--- src/verilog/lite_bus_pkg.sv ---
// bus widths, port count, target address map and response codes
// shared by the demultiplexer, the register targets and the top level
`default_nettype none

package lite_bus_pkg;

   localparam int ADDR_W = 8;               // byte address
   localparam int DATA_W = 32;
   localparam int STRB_W = DATA_W / 8;      // one strobe per byte
   localparam int ID_W   = 2;

   localparam int PORTS  = 4;               // target ports on the demux
   localparam int SEL_W  = 2;               // port select width
   localparam int WORDS  = 16;              // words per register target

   // address map, entry p belongs to port p
   localparam logic [PORTS-1:0][ADDR_W-1:0] BASE = {
      8'hC0,
      8'h80,
      8'h40,
      8'h00
   };

   // a zero mask disables the port
   localparam logic [PORTS-1:0][ADDR_W-1:0] MASK = {
      8'h3F,
      8'h3F,
      8'h3F,
      8'h3F
   };

   localparam logic [1:0] RESP_OKAY = 2'b00;

endpackage

`default_nettype wire

--- src/verilog/lite_reg_target.sv ---
// NASTI-Lite register target: 16 words with byte strobes,
// one held B response and one held R response
`timescale 1ns/1ps
`default_nettype none

module lite_reg_target (
   input  logic                              clk,
   input  logic                              rstn,
   input  logic                              aw_valid,
   output logic                              aw_ready,
   input  logic [lite_bus_pkg::ID_W-1:0]     aw_id,
   input  logic [lite_bus_pkg::ADDR_W-1:0]   aw_addr,
   input  logic                              w_valid,
   output logic                              w_ready,
   input  logic [lite_bus_pkg::DATA_W-1:0]   w_data,
   input  logic [lite_bus_pkg::STRB_W-1:0]   w_strb,
   output logic                              b_valid,
   input  logic                              b_ready,
   output logic [lite_bus_pkg::ID_W-1:0]     b_id,
   output logic [1:0]                        b_resp,
   input  logic                              ar_valid,
   output logic                              ar_ready,
   input  logic [lite_bus_pkg::ID_W-1:0]     ar_id,
   input  logic [lite_bus_pkg::ADDR_W-1:0]   ar_addr,
   output logic                              r_valid,
   input  logic                              r_ready,
   output logic [lite_bus_pkg::ID_W-1:0]     r_id,
   output logic [lite_bus_pkg::DATA_W-1:0]   r_data,
   output logic [1:0]                        r_resp
);

   localparam int IDX_W = $clog2(lite_bus_pkg::WORDS);

   logic [lite_bus_pkg::DATA_W-1:0] mem [lite_bus_pkg::WORDS];
   logic                            aw_pending;    // address taken, data due
   logic [IDX_W-1:0]                w_idx;
   logic [lite_bus_pkg::ID_W-1:0]   w_id;
   logic [IDX_W-1:0]                r_idx;

   assign aw_ready = !aw_pending && !b_valid;  // one write at a time
   assign w_ready  = aw_pending;
   assign ar_ready = !r_valid;
   assign b_resp   = lite_bus_pkg::RESP_OKAY;
   assign r_resp   = lite_bus_pkg::RESP_OKAY;
   assign r_idx    = ar_addr[IDX_W+1:2];       // word index

   always_ff @(posedge clk or negedge rstn) begin
      if (!rstn) begin
         aw_pending <= 1'b0;
         b_valid    <= 1'b0;
         r_valid    <= 1'b0;
         for (int i = 0; i < lite_bus_pkg::WORDS; i++)
            mem[i] <= '0;
      end else begin
         if (aw_valid && aw_ready)
            aw_pending <= 1'b1;
         else if (w_valid && w_ready)
            aw_pending <= 1'b0;

         if (w_valid && w_ready) begin
            b_valid <= 1'b1;
            for (int b = 0; b < lite_bus_pkg::STRB_W; b++)
               if (w_strb[b]) mem[w_idx][8*b +: 8] <= w_data[8*b +: 8];
         end else if (b_ready) begin
            b_valid <= 1'b0;
         end

         if (ar_valid && ar_ready)
            r_valid <= 1'b1;
         else if (r_ready)
            r_valid <= 1'b0;
      end
   end

   // saved address and response payload
   always_ff @(posedge clk) begin
      if (aw_valid && aw_ready) begin
         w_idx <= aw_addr[IDX_W+1:2];
         w_id  <= aw_id;
      end
      if (w_valid && w_ready) b_id <= w_id;
      if (ar_valid && ar_ready) begin
         r_id   <= ar_id;
         r_data <= mem[r_idx];
      end
   end

endmodule

`default_nettype wire

--- config.mk ---
export PLATFORM = sky130hd
export DESIGN_NAME = lite_reg_target
export DESIGN_NICKNAME = d
export VERILOG_FILES = /design/src/verilog/lite_bus_pkg.sv /design/src/verilog/lite_reg_target.sv
export SDC_FILE = /design/constraint.sdc
export NUM_CORES = 1
export LEC_CHECK = 0
export BUFFER_PORTS_ARGS = -buffer_cell sky130_fd_sc_hd__buf_2
export CAP_MARGIN = 20
export CELL_PAD_IN_SITES_DETAIL_PLACEMENT = 0
export CELL_PAD_IN_SITES_GLOBAL_PLACEMENT = 1
export CORE_ASPECT_RATIO = 1.1
export CORE_MARGIN = 10
export CORE_UTILIZATION = 53
export DETAILED_ROUTE_END_ITERATION = 7
export GPL_ROUTABILITY_DRIVEN = 1
export PLACE_DENSITY = 0.86
export SETUP_SLACK_MARGIN = 0.05
export SYNTH_ARGS = -nofsm -noshare
export SYNTH_HDL_FRONTEND = slang
export SYNTH_SLANG_ARGS = --single-unit
--- constraint.sdc ---
create_clock -name clk -period 3.2 [get_ports clk]
set_input_delay 0.64 -clock clk [delete_from_list [all_inputs] [get_ports clk]]
set_output_delay 0.64 -clock clk [all_outputs]
set_load 0.05 [all_outputs]
Word-level counts from Yosys, hierarchy flattened
Index checks and enable logic that the tools add are counted.
{ "classes": {"reduce_logical": 11, "bitwise": 2, "order_cmp": 3, "n_mux": 28} }
{ "ops": {"columns": ["cell", "n"], "rows": [
  ["512-bit 2-to-1 mux", 7],
  ["512-bit bitwise mux", 4],
  ["32-bit demux with 4-bit select", 4],
  ["32-bit binary-select mux with 4-bit select", 1],
  ["32-bit 2-to-1 mux", 3],
  ["24-bit 2-to-1 mux", 1],
  ["16-bit 2-to-1 mux", 1],
  ["5-bit greater-or-equal comparator, second input constant", 2],
  ["4-bit inverter with 5-bit output", 2],
  ["8-bit 2-to-1 mux", 1],
  ["1-bit 2-to-1 mux", 6],
  ["2-bit nonzero test", 3],
  ["1-bit logical AND", 5],
  ["5-bit by 1-bit less-than comparator with 1-bit output, second input constant", 1],
  ["1-bit logical NOT", 3]
]} }
{ "totals": {"register_bits": 557, "inputBits": 63, "output_inout_bits": 45, "elab_cells": 68} }

Longest topological paths before layout
Gate-level depths: netlist of run 1.
{ "depth": {"depth_word": 16, "depth_mapped": 5, "ltp_nobuf": 3} }

Worst setup path after synthesis of run 1
Ideal clock, no wire load.
{ "synth_path": {"path_type": "in2reg", "from": "input ar_valid", "to": "register r_data[0] (netlist name), enable pin", "slack_ns": 0.575, "arrival_time_ns": 2.195, "path_stages": 1, "path_cell_list": "nor2b_1"} }
{ "synth_via": {"elab_chain_cells": 1} }
{ "synth_lines": {"columns": ["element", "line_no", "text"], "rows": [
  ["start, declared", "lite_reg_target.sv:21", "input logic ar_valid,"],
  ["1-bit logical AND", "lite_reg_target.sv:82", "if (ar_valid && ar_ready) begin"],
  ["end signal, assigned", "lite_reg_target.sv:84", "r_data <= mem[r_idx];"],
  ["end, declared", "lite_reg_target.sv:28", "output logic [lite_bus_pkg::DATA_W-1:0] r_data,"]
]} }
Every way passes these cells.
A chain may end at the register's enable or synchronous reset.

Worst setup path in the final report of run 1
{ "layout_path": {"from": "register w_idx[0]", "to": "register mem[474] (netlist name)"} }
{ "layout_via": {"elab_chain_cells": 13} }
{ "layout_lines": {"columns": ["element", "line_no", "text"], "rows": [
  ["start, declared", "lite_reg_target.sv:36", "logic [IDX_W-1:0] w_idx;"],
  ["start signal, assigned", "lite_reg_target.sv:78", "w_idx <= aw_addr[IDX_W+1:2];"],
  ["4-bit inverter with 5-bit output (not written as such) *", "lite_reg_target.sv:63", "if (w_strb[b]) mem[w_idx][8*b +: 8] <= w_data[8*b +: 8];"],
  ["32-bit demux with 4-bit select", "lite_reg_target.sv:63", null],
  ["512-bit bitwise mux", "lite_reg_target.sv:63", null],
  ["512-bit 2-to-1 mux", "lite_reg_target.sv:63", null],
  ["512-bit 2-to-1 mux", "lite_reg_target.sv:60", "if (w_valid && w_ready) begin"],
  ["512-bit bitwise mux", "lite_reg_target.sv:63", null],
  ["512-bit 2-to-1 mux", "lite_reg_target.sv:63", null],
  ["512-bit 2-to-1 mux", "lite_reg_target.sv:60", null],
  ["512-bit bitwise mux", "lite_reg_target.sv:63", null],
  ["512-bit 2-to-1 mux", "lite_reg_target.sv:63", null],
  ["512-bit 2-to-1 mux", "lite_reg_target.sv:60", null],
  ["512-bit bitwise mux", "lite_reg_target.sv:63", null],
  ["512-bit 2-to-1 mux *", "lite_reg_target.sv:63", null],
  ["end signal, assigned by index", "lite_reg_target.sv:63", null],
  ["end, declared", "lite_reg_target.sv:34", "logic [lite_bus_pkg::DATA_W-1:0] mem [lite_bus_pkg::WORDS];"]
]} }
Mark *: on every way between the ends. The rest lies on a longest branch, timed or not. The select of a mux whose other input is x is not followed.

==> results.ini, run 1 <==
[outcome]
status=finished, final reports clean

[die]
die_x_um=225
initial_utilization=0.538
dieArea_sq_um=55500
core_sq_um=45800
die_h_um=246
num_io_pins=108
num_rows=82

[sta]
worstMarginPinSlew_ns=0.737
whs_ns=0.0472
fin_crit_sh=0.816
skew_ns=0.0168
max_slew_margin=0.509
finalSetupViolCount=0
hold_viol=0
clock.fmax_ghz=0.383
finalSetupTns_ns=0
drv_slew=0
min_period_ns=2.61
rsz0062_at_grt=no

[global_route]
track_usage=0.200
overflow=0
grt_first_pass_wirelength_um=85500
grt_max_degree=86
antenna_found_initial=3
grt_pass1_vias=14656

[final_layout]
fin_cells=2221
syn_to_final_growth_pct=12.7
nets=1651
final-seq-area_sq_um=14100
fillers=3412
drive_above_1_share=0.434
multi_input_area_sq_um=10100
fin_area_sq_um=27700

[synth]
syn_area_sq_um=24600
synthArstFlopShare=0.925
ys_ff_latch=557
synth_edf_count=42
synthCells=1491
synth.yosys.seq_area_share=0.575
synth_ff_type=dfrtp_1
yosys_warnings=0
ys_types=30
avgSynthCellArea_sq_um=16.5

[worst_setup_path]
path_class=flip-flop to flip-flop
crit_arrival_ns=3.09
cp-end-kind=flip-flop
start_kind=flip-flop
crit_required_ns=3.67
path_max_fanout=16

[clock_tree]
cts_setup_buffers=0
clock_sinks=557
cts.repair.resized=0
cts_tree=yes
cts_max_path_buffers=3
clk-insertion-delay-late_ns=0.60
h-tree-depth=2
clk_pin_slew_ns=0.06
ctsRootBufferMaster=clkbuf_16
numCtsBuffers=56
ctsHoldBuffers=0

[pwr]
power_mw=18.9
powerDensity_nw_per_um2=683
peakVddDrop_mv=0.493
p_leak_nw=13.3

[route]
vias=13351
ant_nets=0
viasPerCell=6.01
drt_iter0_drc=925
postRouteWirelength_um=54200
drt-wirelength-per-cell_um=24.4
drcViolationCount=0
dr.pass1.iters=5

[placement]
io_buffers=95
dp_cells=2117
dpl.hpwl_um=35000
gp_congestion=0.744
placed_area_sq_um=25900

[job]
drv_cap=0

[min_path]
hold_path_class=primary input to asynchronous set/reset pin

area by class of cell:
class | instances | share of cell area
Antenna cell | 1 | 0.0000902
Clock buffer | 83 | 0.0612
Clock inverter | 19 | 0.00433
Inverter | 3 | 0.000406
Multi-Input combinational cell | 839 | 0.363
Sequential cell | 557 | 0.510
Tap cell | 588 | 0.0265
Timing Repair Buffer | 131 | 0.0344
synthesized netlist by cell type (6+ instances only):
cell        n  area, sq um
a22oi_1    64          480
mux4_2    128         2880
edfxtp_1   42         1260
and4bb_1    6         75.1
nand2_2    19          119
clkbuf_1   60          225
nor2_2     16          100
nand2_4     9          101
nand2_1    48          180
buf_2      23          115
buf_4      10         75.1
mux2_1    206         2320
dfrtp_1   515        12900
mux2_2    306         3450
kinds of logic after synthesis:
kind of cell    Yosys count  synth area share
other cells               1          0.000152
compound gates           67            0.0204
buf+inv                  98            0.0176
simple gates            128            0.0355
mux                     640             0.351
flops                   557             0.575
layer usage:
metal | global-route usage | vias up | share of wire
met2 | 0.325 | 253 | 0.49
met1 | 0.263 | 7188 | 0.44
li1 | - | 5818 | -
met5 | 0 | - | 0.00055
met4 | 0.0708 | 4 | 0.027
met3 | 0.0400 | 88 | 0.049
where the power goes:
part | switching, mW | total (mW) | internal [mW]
clock network | 2.70 | 6.43 | 3.73
logic | 1.37 | 3.11 | 1.74
registers | 0.755 | 9.41 | 8.65
worst max-delay path: stages (launching register included):
cell and delay, ns:
edfxtp_1 0.82, nor4b_2 0.70, nand2_1 0.55, mux2_2 0.42
worst paths after layout:
path / start / cells past startpoint / to / slack, ns
setup / recovery: w_idx[0] / 3 / mem[474] / 0.59
hold / removal: rstn / 1 / mem[179] / 0.05
setup reg to reg: w_idx[0] / 3 / mem[474] / 0.59
hold reg to reg: w_id[1] / 0 / b_id[1] / 0.42
max in group asynchronous: rstn / 2 / mem[249] / 2.30
min in group clk: aw_addr[4] / 1 / w_idx[2] / 0.22
layout by cell type (no fill, tap or decap), drive strengths merged, types with 6 or more instances in the layout:
cell / Yosys / final
a22oi: 64 / 64
and4bb: 6 / 6
buf: 35 / 130
clkbuf: 60 / 84
clkinv: 0 / 15
dfrtp: 515 / 515
edfxtp: 42 / 42
mux2: 512 / 512
mux4: 128 / 128
nand2: 76 / 76
nor2: 22 / 22
registers in the layout, indices dropped and copies added (netlist names):
signal	count
mem	512
r_data	32
w_idx	4
b_id	2
r_id	2
w_id	2
b_valid	1
r_valid	1
w_ready	1
through the flow:
step                      setup slack [ns]   util
after floorplan                      0.575      -
after global placement               0.679  0.566
after detailed placement             0.564  0.566
after CTS                            0.623  0.606
after global routing                 0.487  0.606
final                                0.588  0.606
Power figures use the tool's default switching activity.
==> run 2, diff against run 1 <==
--- a/config.mk
+++ b/config.mk
@@ -11,10 +11,10 @@
 export CELL_PAD_IN_SITES_GLOBAL_PLACEMENT = 1
 export CORE_ASPECT_RATIO = 1.1
 export CORE_MARGIN = 10
-export CORE_UTILIZATION = 53
+export CORE_UTILIZATION = 48
 export DETAILED_ROUTE_END_ITERATION = 7
 export GPL_ROUTABILITY_DRIVEN = 1
-export PLACE_DENSITY = 0.86
+export PLACE_DENSITY = 0.82
 export SETUP_SLACK_MARGIN = 0.05
 export SYNTH_ARGS = -nofsm -noshare
 export SYNTH_HDL_FRONTEND = slang
==> constraint.sdc (replaced) <==
create_clock -name clk -period 2.24 [get_ports clk]
set_input_delay 0.448 -clock clk [delete_from_list [all_inputs] [get_ports clk]]
set_output_delay 0.448 -clock clk [all_outputs]
set_load 0.05 [all_outputs]
==> run 2 against run 1 <==
Net effect: design area increased by 2.5%; highest routed layer is now met4; core utilization shrank 4.3 points; clock power increased by 46%; first-iteration DRC count fell by 3.1%; total power up 44%; worst hold slack better by 0.061 ns; final cell count grew 6.0%; register-to-register slack got worse by 0.58 ns; largest power group unchanged; via count is 2.1% higher; clock skew decreased by 0.0048 ns; die area is 9.5% higher.
==> results.ini, run 2 (synthesized netlist as in run 1, its figures left out) <==
[pwr]
powerDensity_nw_per_um2=962  ; was 683 nW/um^2
power_mw=27.4  ; was 18.9 mW
p_leak_nw=13.6  ; was 13.3 nW
peakVddDrop_mv=0.669  ; was 0.493 mV

[clock_tree]
cts_tree=yes  ; unchanged
h-tree-depth=2  ; unchanged
numCtsBuffers=56  ; unchanged
clock_sinks=557  ; unchanged
ctsRootBufferMaster=clkbuf_16  ; unchanged
clk_pin_slew_ns=0.06  ; about the same
cts_max_path_buffers=3  ; unchanged
clk-insertion-delay-late_ns=0.60  ; about the same

[final_layout]
fillers=3897  ; was 3412
final-seq-area_sq_um=14100  ; about the same
final_cell_mix=dfrtp_1 (514), mux2_2 (306), mux2_1 (206)  ; was dfrtp_1 (515), mux2_2 (306), mux2_1 (206)
fin_cells=2355  ; was 2221
multi_input_area_sq_um=10100  ; about the same
regMostFlops=mem  ; unchanged
drive_above_1_share=0.460  ; was 0.434
top_regs=mem x512, r_data x32, w_idx x4  ; unchanged
antenna_cells=0  ; was 1
largest_reg_flops=512  ; unchanged
final_common_cell=dfrtp_1  ; unchanged
nets=1715  ; was 1651
syn_to_final_growth_pct=15.6  ; was 12.7%

[worst_setup_path]
cpLargestDelayFamily=simple AND/OR/NAND/NOR gates  ; unchanged
path_buf_inv=1  ; was 0
r2r_cells=4  ; was 3
cp-end-kind=flip-flop  ; unchanged
crit_arrival_ns=2.72  ; was 3.09 ns
start_kind=flip-flop  ; unchanged
critPathSlowestCell=nor4b_2  ; was edfxtp_1
slowest_delay_ns=0.63  ; was 0.82 ns
worstPathCellList=buf_4 > nor4b_2 > nand2_1 > mux2_2  ; was nor4b_2 > nand2_1 > mux2_2
cp.depth=4  ; was 3
path_max_fanout=16  ; unchanged
crit_required_ns=2.72  ; was 3.67 ns
path_class=flip-flop to flip-flop  ; unchanged

[route]
postRouteWirelength_um=56600  ; was 54200 um
drt-wirelength-per-cell_um=24.0  ; was 24.4 um
ant_nets=0  ; unchanged
drcViolationCount=0  ; unchanged
vias=13636  ; was 13351
viasPerCell=5.79  ; was 6.01
drt_iter0_drc=896  ; was 925
dr.pass1.iters=5  ; unchanged

[sta]
fin_crit_sh=0.997  ; was 0.816
worstMarginPinSlew_ns=0.976  ; was 0.737 ns
finalSetupViolCount=0  ; unchanged
drv_slew=0  ; unchanged
min_period_ns=2.23  ; was 2.61 ns
max_slew_margin=0.348  ; was 0.509
clock.fmax_ghz=0.448  ; was 0.383 GHz
whs_ns=0.108  ; was 0.0472 ns
rsz0062_at_grt=yes  ; was no
hold_viol=0  ; unchanged
skew_ns=0.0120  ; was 0.0168 ns

[placement]
gp_congestion=0.751  ; was 0.744
dpl.hpwl_um=36800  ; was 35000 um
dp_cells=2242  ; was 2117
io_buffers=95  ; unchanged

[global_route]
track_usage=0.187  ; was 0.200
grt_pass1_vias=15009  ; was 14656
grt_max_degree=86  ; unchanged
overflow=0  ; unchanged
grt_first_pass_wirelength_um=89000  ; was 85500 um
antenna_found_initial=0  ; was 3

[die]
die_h_um=257  ; was 246 um
die_x_um=236  ; was 225 um
num_rows=86  ; was 82
num_io_pins=108  ; unchanged
core_sq_um=50500  ; was 45800 sq um
initial_utilization=0.488  ; was 0.538
dieArea_sq_um=60700  ; was 55500 sq um

[min_path]
hold_depth=3
hold_path_class=primary input to flip-flop  ; was primary input to asynchronous set/reset pin

[outcome]
status=finished, final reports clean  ; unchanged

[job]
drv_cap=0  ; unchanged

==> run 2: cell count changes in the layout (fill, tap and decap cells not counted), moves of 4 or more <==
| cell | delta |
|---|---|
| dlygate4sd3_1 | +10 |
| clkinv_2 | +10 |
| buf_12 | +7 |
| nand2_1 | -4 |
| clkinv_1 | -9 |
| buf_4 | +48 |
| nand2_2 | +4 |
==> run 2: routing by layer <==
metal / part of all wire / global-route usage / vias up / wire length [um]
met1: 0.44 / 0.248 / 7376 / 25000
met4: 0.030 / 0.0675 / 0 / 1720
li1: - / - / 5928 / -
met5: 0 / 0 / - / 0
met2: 0.49 / 0.305 / 242 / 27500
met3: 0.042 / 0.0332 / 90 / 2360
==> run 2: worst paths after layout <==
path | start | endpoint | slack [ns]
max | w_idx[2] | mem[234] | 0.007
min | b_ready | b_valid | 0.11
max reg2reg | w_idx[2] | mem[234] | 0.007
min reg2reg | mem[80] | mem[80] | 0.48
max in group asynchronous | rstn | mem[234] | 1.04
min in group asynchronous | rstn | mem[83] | 0.33
==> run 2: power breakdown <==
part / total [mW] / internal [mW] / switching (mW)
sequential: 13.4 / 12.4 / 1.04
combinational: 4.58 / 2.57 / 2.01
clock: 9.38 / 5.46 / 3.91
==> run 2: worst register-to-register path, delay by kind of cell (launching register included) <==
family / cells / cell delay (ns)
flops: 1 / 0.37
buf+inv: 1 / 0.22
simple gates: 2 / 1.12
mux: 1 / 0.41
==> run 2: final cells by class <==
cell class                 instances  area share
timing repair buffer             195      0.0537
tap                              660      0.0290
multi-input combinational        839       0.354
inverter                           3    0.000396
sequential                       557       0.497
clock buffer                      78      0.0579
clock inverter                    23     0.00704
==> run 2: what timing repair did <==
action | CTS | global route
pin swaps | 0 | 0
gates resized for setup | 5 | 2
hold buffers | 10 | 0
hold endpoints to repair | 42 | 0
cloned | 0 | 0
setup buffers | 0 | 2
setup endpoints to repair | 44 | 70
==> run 2: metrics by stage <==
stage	utilization	TNS, ns	area [sq um]	setup slack (ns)
6_report	0.564	0	28400	0.00747
5_1_grt	0.564	-0.576	28400	-0.0433
4_1_cts	0.563	-1.25	28400	-0.0732
3_5_place_dp	0.524	-0.755	26500	-0.0563
3_3_place_gp	0.524	0	26500	0.0249
2_1_floorplan	-	0	24600	0.0699
==> run 3, diff against run 2 <==
==> constraint.sdc (replaced) <==
create_clock -name clk -period 2.24 [get_ports clk]
set_input_delay 0.448 -clock clk [delete_from_list [all_inputs] [get_ports clk]]
set_output_delay 0.448 -clock clk [all_outputs]
set_load 0.1 [all_outputs]
==> run 3 against run 2 <==
Net effect: clock power up 0.9%; design area up 0.12%; flip-flop and latch count unchanged; total power is 1.9% higher; clock-buffer cell count increased by 5; largest power group unchanged; highest routed layer unchanged.
==> results.ini, run 3 (synthesized netlist as in run 1, its figures left out) <==
[global_route]
antenna_found_initial=0  ; unchanged
track_usage=0.190  ; was 0.187
grt_max_degree=77  ; was 86
grt_pass1_vias=15121  ; was 15009
overflow=0  ; unchanged
grt_first_pass_wirelength_um=90400  ; was 89000 um

[clock_tree]
numCtsBuffers=55  ; was 56
h-tree-depth=2  ; unchanged
cts_tree=yes  ; unchanged
clk-insertion-delay-late_ns=0.60  ; about the same
cts_max_path_buffers=3  ; unchanged
clk_pin_slew_ns=0.06  ; about the same
ctsRootBufferMaster=clkbuf_16  ; unchanged
clock_sinks=557  ; unchanged

[route]
drt-wirelength-per-cell_um=24.5  ; was 24.0 um
drt_iter0_drc=916  ; was 896
viasPerCell=5.82  ; was 5.79
drcViolationCount=0  ; unchanged
ant_nets=0  ; unchanged
vias=13704  ; was 13636
postRouteWirelength_um=57600  ; was 56600 um
dr.pass1.iters=4  ; was 5

[die]
initial_utilization=0.488  ; unchanged
die_h_um=257  ; unchanged
die_x_um=236  ; unchanged
dieArea_sq_um=60700  ; unchanged
core_sq_um=50500  ; unchanged
num_rows=86  ; unchanged
num_io_pins=108  ; unchanged

[final_layout]
fin_cells=2354  ; was 2355
final-seq-area_sq_um=14100  ; unchanged
fin_area_sq_um=28500  ; was 28400 sq um
final_common_cell=dfrtp_1  ; unchanged
multi_input_area_sq_um=10100  ; about the same
largest_reg_flops=512  ; unchanged
syn_to_final_growth_pct=15.7  ; was 15.6%
regMostFlops=mem  ; unchanged
fillers=3854  ; was 3897
nets=1713  ; was 1715
drive_above_1_share=0.452  ; was 0.460
final_cell_mix=dfrtp_1 (514), mux2_2 (306), mux2_1 (206)  ; unchanged
antenna_cells=0  ; unchanged
top_regs=mem x512, r_data x32, w_idx x4  ; unchanged

[pwr]
powerDensity_nw_per_um2=979  ; was 962 nW/um^2
p_leak_nw=13.6  ; about the same
power_mw=27.9  ; was 27.4 mW
peakVddDrop_mv=0.576  ; was 0.669 mV

[placement]
dp_cells=2244  ; was 2242
io_buffers=95  ; unchanged
placed_area_sq_um=26500  ; about the same
gp_congestion=0.776  ; was 0.751
dpl.hpwl_um=36600  ; was 36800 um

[worst_setup_path]
start_kind=flip-flop  ; unchanged
path_max_fanout=12  ; was 16
cp-end-kind=output pin  ; was flip-flop
crit_arrival_ns=1.70  ; was 2.72 ns
path_class=flip-flop to output pin  ; was flip-flop to flip-flop
crit_required_ns=1.79  ; was 2.72 ns

[sta]
min_period_ns=2.15  ; was 2.23 ns
rsz0062_at_grt=no  ; was yes
skew_ns=0.00936  ; was 0.0120 ns
hold_viol=0  ; unchanged
clock.fmax_ghz=0.466  ; was 0.448 GHz
finalSetupViolCount=0  ; unchanged
drv_slew=0  ; unchanged
fin_crit_sh=0.958  ; was 0.997
max_slew_margin=0.302  ; was 0.348
worstMarginPinSlew_ns=1.05  ; was 0.976 ns

[min_path]
hold_path_class=primary input to flip-flop  ; unchanged

[job]
drv_cap=0  ; unchanged

[outcome]
status=finished, final reports clean  ; unchanged

run 3: cell types whose count changed in the layout (fill, tap and decap cells not counted), moves of 4 or more:
cell,change
clkbuf_1,+8
clkinv_1,+5
clkinv_2,-8
nand2_2,-4
run 3: path summary, 6_finish.rpt:
path	startpoint	to	slack [ns]	cells past startpoint
worst min-delay path	ar_id[1]	r_id[1]	0.03	1
worst max-delay path	w_ready	aw_ready	0.09	2
worst max register to register	w_idx[2]	mem[484]	0.13	5
max in group asynchronous	rstn	mem[135]	1.09	3
min in group asynchronous	rstn	mem[499]	0.38	2
worst min register to register	w_id[0]	b_id[0]	0.42	0
run 3: per-layer routing:
| layer | vias up | global-route usage | routed length [um] |
|---|---|---|---|
| li1 | 5926 | - | - |
| met1 | 7413 | 0.251 | 25200 |
| met2 | 287 | 0.314 | 28300 |
| met3 | 78 | 0.0382 | 3020 |
| met4 | 0 | 0.0547 | 1150 |
| met5 | - | 0 | 0 |
run 3: critical path, cell delays in order, from the launching register on:
cell     delay, ns
dfrtp_2       0.53
nor2_4        0.14
buf_2         0.43
run 3: layout make-up:
| cell class | count | share of cell area |
|---|---|---|
| Clock buffer | 83 | 0.0575 |
| Clock inverter | 18 | 0.00734 |
| Inverter | 3 | 0.000395 |
| Multi-Input combinational cell | 839 | 0.355 |
| Sequential cell | 557 | 0.497 |
| Tap cell | 660 | 0.0290 |
| Timing Repair Buffer | 194 | 0.0539 |
run 3: stage by stage:
step / utilization / setup TNS, ns / setup WS (ns) / hold slack (ns)
finish: 0.564 / 0 / 0.0935 / 0.0298
global route: 0.564 / 0 / 0.0516 / 0.0186
CTS: 0.563 / -1.27 / -0.0567 / 0.00189
detailed placement: 0.525 / -0.573 / -0.0439 / 0.410
global placement: 0.525 / 0 / 0.00612 / 0.406
floorplan: - / 0 / 0.145 / 0.152
run 3: power by group:
group          switching (mW)  internal [mW]  total [mW]
clock                    3.87           5.59        9.46
sequential               1.04           12.4        13.4
combinational            2.43           2.57        5.01
run 3: timing repair:
action	CTS	global route
cloned	0	0
hold buffers	7	0
gates resized for setup	1	4
endpoints found under the hold margin	43	0
buffers inserted	0	2
setup endpoints to repair	64	91
